===== config.mk =====
export PLATFORM = sky130hd
export DESIGN_NAME = me_lite_top
export DESIGN_NICKNAME = d
export VERILOG_FILES = /design/src/me_lite_pkg.sv /design/src/me_lite_top.sv /design/src/me_lite_tile.sv /design/src/me_lite_ctrl_fsm.sv /design/src/me_lite_word_store.sv /design/src/me_lite_latency_timer.sv
export SDC_FILE = /design/constraint.sdc
export NUM_CORES = 2
export LEC_CHECK = 0
export BUFFER_PORTS_ARGS = -buffer_cell sky130_fd_sc_hd__clkbuf_2
export CORE_MARGIN = 2
export CORE_UTILIZATION = 50
export CTS_CLUSTER_SIZE = 25
export DETAILED_ROUTE_END_ITERATION = 6
export PLACE_DENSITY = 0.74
export SLEW_MARGIN = 30
export SYNTH_ARGS = -nofsm -noshare
export SYNTH_HDL_FRONTEND = slang
export SYNTH_SLANG_ARGS = --single-unit

===== constraint.sdc =====
create_clock -name clk_i -period 2.83 [get_ports clk_i]
set_input_delay 0.283 -clock clk_i [delete_from_list [all_inputs] [get_ports clk_i]]
set_output_delay 0.283 -clock clk_i [all_outputs]
set_load 0.02 [all_outputs]

===== src/me_lite_pkg.sv =====
package me_lite_pkg;

  localparam int num_tiles_lp   = 2;
  localparam int addr_width_lp  = 4;
  localparam int data_width_lp  = 32;
  localparam int store_words_lp = 16;

  localparam int mem_latency_lp = 4;  // cycles from timer start to done
  localparam int timer_width_lp = 3;

  // trace packet layout, msb first: opcode | address | data
  localparam int tr_op_width_lp   = 2;
  localparam int tr_addr_lsb_lp   = data_width_lp;
  localparam int tr_op_lsb_lp     = tr_addr_lsb_lp + addr_width_lp;
  localparam int tr_pkt_width_lp  = tr_op_lsb_lp + tr_op_width_lp;

  typedef logic [addr_width_lp-1:0]    word_addr_t;
  typedef logic [data_width_lp-1:0]    word_data_t;
  typedef logic [tr_pkt_width_lp-1:0]  tr_pkt_t;

  // codes 2 and 3 are not used and fall back to load
  typedef enum logic [tr_op_width_lp-1:0] {
    e_tr_load  = 2'b00,
    e_tr_store = 2'b01
  } tr_opcode_e;

  typedef enum logic [1:0] {
    e_idle   = 2'b00,
    e_wait   = 2'b01,  // memory latency
    e_access = 2'b10,
    e_resp   = 2'b11   // result held until ready
  } ctrl_state_e;

endpackage : me_lite_pkg

===== src/me_lite_top.sv =====
module me_lite_top
  import me_lite_pkg::*;
(
  input                                clk_i,
  input                                arst_n_i,

  // trace replay ports, one entry per tile
  input  tr_pkt_t [num_tiles_lp-1:0]   tr_pkt_i,
  input  logic    [num_tiles_lp-1:0]   tr_pkt_v_i,
  output logic    [num_tiles_lp-1:0]   tr_pkt_yumi_o,

  input  logic    [num_tiles_lp-1:0]   tr_pkt_ready_i,
  output logic    [num_tiles_lp-1:0]   tr_pkt_v_o,
  output tr_pkt_t [num_tiles_lp-1:0]   tr_pkt_o
);

  // tiles share nothing but clock and reset
  for (genvar i = 0; i < num_tiles_lp; i++) begin : g_tile
    me_lite_tile tile (
      .clk_i          (clk_i),
      .arst_n_i       (arst_n_i),
      .tr_pkt_i       (tr_pkt_i[i]),
      .tr_pkt_v_i     (tr_pkt_v_i[i]),
      .tr_pkt_yumi_o  (tr_pkt_yumi_o[i]),
      .tr_pkt_ready_i (tr_pkt_ready_i[i]),
      .tr_pkt_v_o     (tr_pkt_v_o[i]),
      .tr_pkt_o       (tr_pkt_o[i])
    );
  end : g_tile

endmodule : me_lite_top


===== src/me_lite_tile.sv =====
module me_lite_tile
  import me_lite_pkg::*;
(
  input           clk_i,
  input           arst_n_i,

  input  tr_pkt_t tr_pkt_i,
  input           tr_pkt_v_i,
  output logic    tr_pkt_yumi_o,

  input           tr_pkt_ready_i,
  output logic    tr_pkt_v_o,
  output tr_pkt_t tr_pkt_o
);

  logic       timer_start;
  logic       timer_done;
  logic       store_en;
  logic       store_we;
  word_addr_t store_addr;
  word_data_t store_wdata;
  word_data_t store_rdata;

  me_lite_ctrl_fsm fsm (
    .clk_i          (clk_i),
    .arst_n_i       (arst_n_i),
    .tr_pkt_i       (tr_pkt_i),
    .tr_pkt_v_i     (tr_pkt_v_i),
    .tr_pkt_yumi_o  (tr_pkt_yumi_o),
    .tr_pkt_ready_i (tr_pkt_ready_i),
    .tr_pkt_v_o     (tr_pkt_v_o),
    .tr_pkt_o       (tr_pkt_o),
    .timer_start_o  (timer_start),
    .timer_done_i   (timer_done),
    .store_en_o     (store_en),
    .store_we_o     (store_we),
    .store_addr_o   (store_addr),
    .store_wdata_o  (store_wdata),
    .store_rdata_i  (store_rdata)
  );

  me_lite_latency_timer timer (
    .clk_i    (clk_i),
    .arst_n_i (arst_n_i),
    .start_i  (timer_start),
    .done_o   (timer_done)
  );

  me_lite_word_store store (
    .clk_i    (clk_i),
    .arst_n_i (arst_n_i),
    .en_i     (store_en),
    .we_i     (store_we),
    .addr_i   (store_addr),
    .wdata_i  (store_wdata),
    .rdata_o  (store_rdata)
  );

endmodule : me_lite_tile


===== src/me_lite_ctrl_fsm.sv =====
module me_lite_ctrl_fsm
  import me_lite_pkg::*;
(
  input               clk_i,
  input               arst_n_i,

  // trace input, v/yumi
  input  tr_pkt_t     tr_pkt_i,
  input               tr_pkt_v_i,
  output logic        tr_pkt_yumi_o,

  // trace output, v/ready
  input               tr_pkt_ready_i,
  output logic        tr_pkt_v_o,
  output tr_pkt_t     tr_pkt_o,

  // latency timer
  output logic        timer_start_o,
  input               timer_done_i,

  // word store
  output logic        store_en_o,
  output logic        store_we_o,
  output word_addr_t  store_addr_o,
  output word_data_t  store_wdata_o,
  input  word_data_t  store_rdata_i
);

  ctrl_state_e state_r, state_n;

  logic [tr_op_width_lp-1:0] op_r;
  word_addr_t                addr_r;
  word_data_t                data_r;
  logic                      start_r;

  assign tr_pkt_yumi_o = (state_r == e_idle) && tr_pkt_v_i;

  always_comb begin
    state_n = state_r;
    case (state_r)
      e_idle: begin
        if (tr_pkt_v_i) begin
          state_n = e_wait;
        end
      end
      e_wait: begin
        if (timer_done_i) begin
          state_n = e_access;
        end
      end
      e_access: state_n = e_resp;  // read word lands at this edge
      e_resp: begin
        if (tr_pkt_ready_i) begin
          state_n = e_idle;
        end
      end
      default: state_n = e_idle;
    endcase
  end

  always_ff @(posedge clk_i or negedge arst_n_i) begin
    if (!arst_n_i) begin
      state_r <= e_idle;
      start_r <= 1'b0;
    end else begin
      state_r <= state_n;
      start_r <= tr_pkt_yumi_o;  // first e_wait cycle
    end
  end

  // request fields, taken on the yumi edge
  always_ff @(posedge clk_i) begin
    if (tr_pkt_yumi_o) begin
      op_r   <= tr_pkt_i[tr_op_lsb_lp+:tr_op_width_lp];
      addr_r <= tr_pkt_i[tr_addr_lsb_lp+:addr_width_lp];
      data_r <= tr_pkt_i[0+:data_width_lp];
    end
  end

  assign timer_start_o = start_r;

  assign store_en_o    = (state_r == e_access);
  assign store_we_o    = store_en_o && (op_r == e_tr_store);  // other codes read
  assign store_addr_o  = addr_r;
  assign store_wdata_o = data_r;

  // store is idle in e_resp so the read word stays put
  assign tr_pkt_v_o = (state_r == e_resp);
  assign tr_pkt_o   = {op_r, addr_r, store_rdata_i};

endmodule : me_lite_ctrl_fsm


===== src/me_lite_word_store.sv =====
module me_lite_word_store
  import me_lite_pkg::*;
(
  input              clk_i,
  input              arst_n_i,
  input              en_i,
  input              we_i,
  input  word_addr_t addr_i,
  input  word_data_t wdata_i,
  output word_data_t rdata_o
);

  word_data_t mem_r [store_words_lp];

  // whole array is cleared on reset
  always_ff @(posedge clk_i or negedge arst_n_i) begin
    if (!arst_n_i) begin
      for (int i = 0; i < store_words_lp; i++) begin
        mem_r[i] <= '0;
      end
    end else if (en_i && we_i) begin
      mem_r[addr_i] <= wdata_i;
    end
  end

  // read word register, a store returns the written word
  always_ff @(posedge clk_i) begin
    if (en_i) begin
      if (we_i) begin
        rdata_o <= wdata_i;
      end else begin
        rdata_o <= mem_r[addr_i];
      end
    end
  end

endmodule : me_lite_word_store


===== src/me_lite_latency_timer.sv =====
module me_lite_latency_timer
  import me_lite_pkg::*;
(
  input        clk_i,
  input        arst_n_i,
  input        start_i,
  output logic done_o
);

  localparam logic [timer_width_lp-1:0] load_val_lp = timer_width_lp'(mem_latency_lp - 1);

  logic [timer_width_lp-1:0] cnt_r;
  logic                      busy_r;

  // a start seen while busy is ignored
  always_ff @(posedge clk_i or negedge arst_n_i) begin
    if (!arst_n_i) begin
      cnt_r  <= '0;
      busy_r <= 1'b0;
    end else if (start_i && !busy_r) begin
      cnt_r  <= load_val_lp;
      busy_r <= 1'b1;
    end else if (busy_r) begin
      if (cnt_r == '0) begin
        busy_r <= 1'b0;  // expired, back to idle
      end else begin
        cnt_r <= cnt_r - 1'b1;
      end
    end
  end

  assign done_o = busy_r && (cnt_r == '0);  // one cycle, last busy cycle

endmodule : me_lite_latency_timer


==> flow_summary.ini <==
[final_layout]
post_route_cells_drive_above_1_share_pct = 44.9
final_nets = 3803
fillerInstances = 7880
antenna_cells = 0
area_growth_pct = 15.5

[cts]
clk_latency_ps = 710
cts_tree = yes
cts_made_buffers = 118
cts.path.max_buffers = 3
cts.clk_slew.worst_paths_ps = 60
cts.sinks = 1178
clock-root-buffer = clkbuf_16
ctsResizeCount = 0
cts_max_level = 3
post_cts_buffers = 0

[synth]
synth_area_um2 = 51800
yosysUniqueCellTypes = 41
synth_edf_count = 140
synth_fp_nets = 3551
syn_avg_cell_area_um2 = 15.0
synth_ff_type = dfrtp_1
synth_seq_cells = 1178
syn-instance-count = 3455
async_reset_ff_share_pct = 88.1
yosys_warnings = 0
yosysSeqAreaShare_pct = 58.2

[sta]
worst_slack_ps = 217
post-route-period-util_pct = 92.3
skew_ps = 26.6
finalCriticalPeriod_ps = 2610
slew_headroom_pct = 38.6
maxSlewViolCount = 0
rsz0062_at_grt = no
setup-tns-final_ps = 0
max_freq_ghz = 0.383
hold_violations = 0
worstMarginPinSlew_ps = 917
setup_viol = 0

[power]
p_per_area_nw_per_um2 = 916
ir_drop_mv = 0.654
leakagePower_uw = 0.0284

[critical_path]
cp.arrival_ps = 3190
worst-endpoint-required_ps = 3400
crit_path_end_kind = flip-flop
start_kind = flip-flop
worstPathMaxFanout = 29
critPathKind = flip-flop to flip-flop

[route]
dr.pass1.iters = 5
antenna_left = 0
wl_per_cell_um = 23.8
wl_mm = 123
drt-vias-per-instance = 5.85
drt_iter0_markers = 2019
drc = 0
vias = 30365

[grt]
antenna_found_initial = 0
grt_util_all_layers_pct = 23.6
grt_pass1_wl_mm = 195
grt_max_degree = 88
overflow = 0
grt_pass1_vias = 32479

[placement]
dpl.hpwl_mm = 77.2
numPortBuffers = 161
gp_congestion = 0.783
pre_cts_slack_ps = 229

[flow_run]
drv_cap = 0

[min_path]
hold_path_class = input pin to flip-flop

[floorplanning]
die_w_um = 326
rows = 118
core_area_um2 = 103000
die-area_um2 = 106000
die_h_um = 326
io-pin-count = 162
initial_core_util_pct = 50.2

[run_status]
outcome = finished clean
==> worst paths after layout <==
path	startpoint	endpoint	slack, ps	depth (start not counted)
worst max register to register	g_tile[1].tile.fsm.state_r[0]$_DFFE_PN0P_	g_tile[1].tile.store.mem_r[23]$_DFFE_PN0P_	220	8
max in group asynchronous	arst_n_i	g_tile[0].tile.store.mem_r[321]$_DFFE_PN0P_	1690	4
worst min-delay path	tr_pkt_v_i[0]	g_tile[0].tile.fsm.state_r[0]$_DFFE_PN0P_	80	4
min in group asynchronous	arst_n_i	g_tile[1].tile.store.mem_r[464]$_DFFE_PN0P_	130	2
worst max-delay path	g_tile[1].tile.fsm.state_r[0]$_DFFE_PN0P_	g_tile[1].tile.store.mem_r[23]$_DFFE_PN0P_	220	8
worst min register to register	g_tile[0].tile.timer.cnt_r[0]$_DFFE_PN0P_	g_tile[0].tile.timer.cnt_r[0]$_DFFE_PN0P_	470	1
==> cells in the final DEF (no fill, tap or decap), drive strengths merged, types with 14 or more instances in the layout <==
cell type / count
a22oi: 26
mux4: 116
buf: 183
clkbuf: 343
dlygate4sd3: 79
o22ai: 103
mux2i: 280
clkinv: 27
a2bb2oi: 38
nor2: 109
inv: 20
dfrtp: 1038
edfxtp: 140
a31oi: 46
nor3: 21
nand3: 41
a21oi: 47
mux2: 1025
ha: 14
nand2: 53
==> cell type report <==
type | instances | area (um^2) | share of cell area, %
Clock inverter | 39 | 417 | 0.696
Sequential cell | 1178 | 30200 | 50.4
Tap cell | 1380 | 1730 | 2.88
Clock buffer | 183 | 3540 | 5.91
Timing Repair Buffer | 422 | 3500 | 5.84
Multi-Input combinational cell | 1972 | 20500 | 34.2
Inverter | 15 | 56.3 | 0.0940
==> stage by stage <==
stage          instances  cell area, um^2  utilization [%]  total power, uW  hold slack (ps)
2_1_floorplan       3455            51800                -            34900            -12.6
3_3_place_gp        4888            55100             53.4            38600              287
3_5_place_dp        4888            55100             53.4            39200              296
4_1_cts             5189            59900             58.0            55200             11.0
5_1_grt             5189            59900             58.0            57600              131
6_report            5189            59900             58.0            54900             81.8
==> power breakdown <==
part           switching [uW]  internal, uW  total [uW]
Clock                    6620          9160       15800
Sequential               3460         22900       26400
Combinational            5640          7060       12700
==> sequential cells by signal, indices dropped and copies added (netlist names) <==
register	flops
g_tile.tile.store.mem_r	1024
g_tile.tile.fsm.op_r	4
g_tile.tile.store.rdata_o	64
g_tile.tile.timer.cnt_r	6
g_tile.tile.fsm.timer_start_o	2
g_tile.tile.timer.busy_r	2
g_tile.tile.fsm.state_r	4
g_tile.tile.fsm.store_addr_o	8
g_tile.tile.fsm.store_wdata_o	64
==> logic make-up (layout without fill, tap and decap cells) <==
family          Yosys count  count (layout)  share of synthesized area, %
mux                    1421            1421                          33.0
flops                  1178            1178                          58.2
buf+inv                 305             659                          2.67
compound gates          272             272                          3.42
simple gates            265             265                          2.38
fa+ha+maj                14              14                         0.338
==> synthesized netlist by cell type (all sizes together), types with 2 or more instances <==
master,n,area [um^2]
a21oi,47,235
a222oi,2,20.0
a22oi,26,195
a2bb2oi,38,333
a31oi,46,288
and2,6,37.5
buf,162,847
clkbuf,128,480
dfrtp,1038,26000
edfxtp,140,4200
ha,14,175
inv,15,56.3
mux2,1025,11700
mux2i,280,2800
mux4,116,2610
nand2,53,199
nand2b,8,50.1
nand3,41,205
nand3b,6,57.6
nor2,109,409
nor2b,6,37.5
nor3,21,110
o21ai,7,35.0
o22ai,103,644
or3,4,25.0
or3b,8,75.1
==> repair_timing <==
action                                 in CTS  in global routing
setup endpoints to repair                   0                  0
endpoints found under the hold margin     174                  0
hold buffers                               79                  0
==> worst max-delay path: stages (launching register included) <==
cell,delay (ps)
dfrtp_1,400
inv_1,140
ha_2,240
nand3b_4,110
buf_4,280
or2_2,440
nor2_4,120
buf_4,360
mux2_2,390
==> per-layer routing <==
layer	vias to the layer above	GRT usage, %	routed length, um
li1	13256	-	-
met1	16210	32.5	54000
met2	713	39.2	60600
met3	186	3.64	5870
met4	0	6.31	2950
met5	-	0	0
No activity file was read; power rests on OpenSTA's default activity.
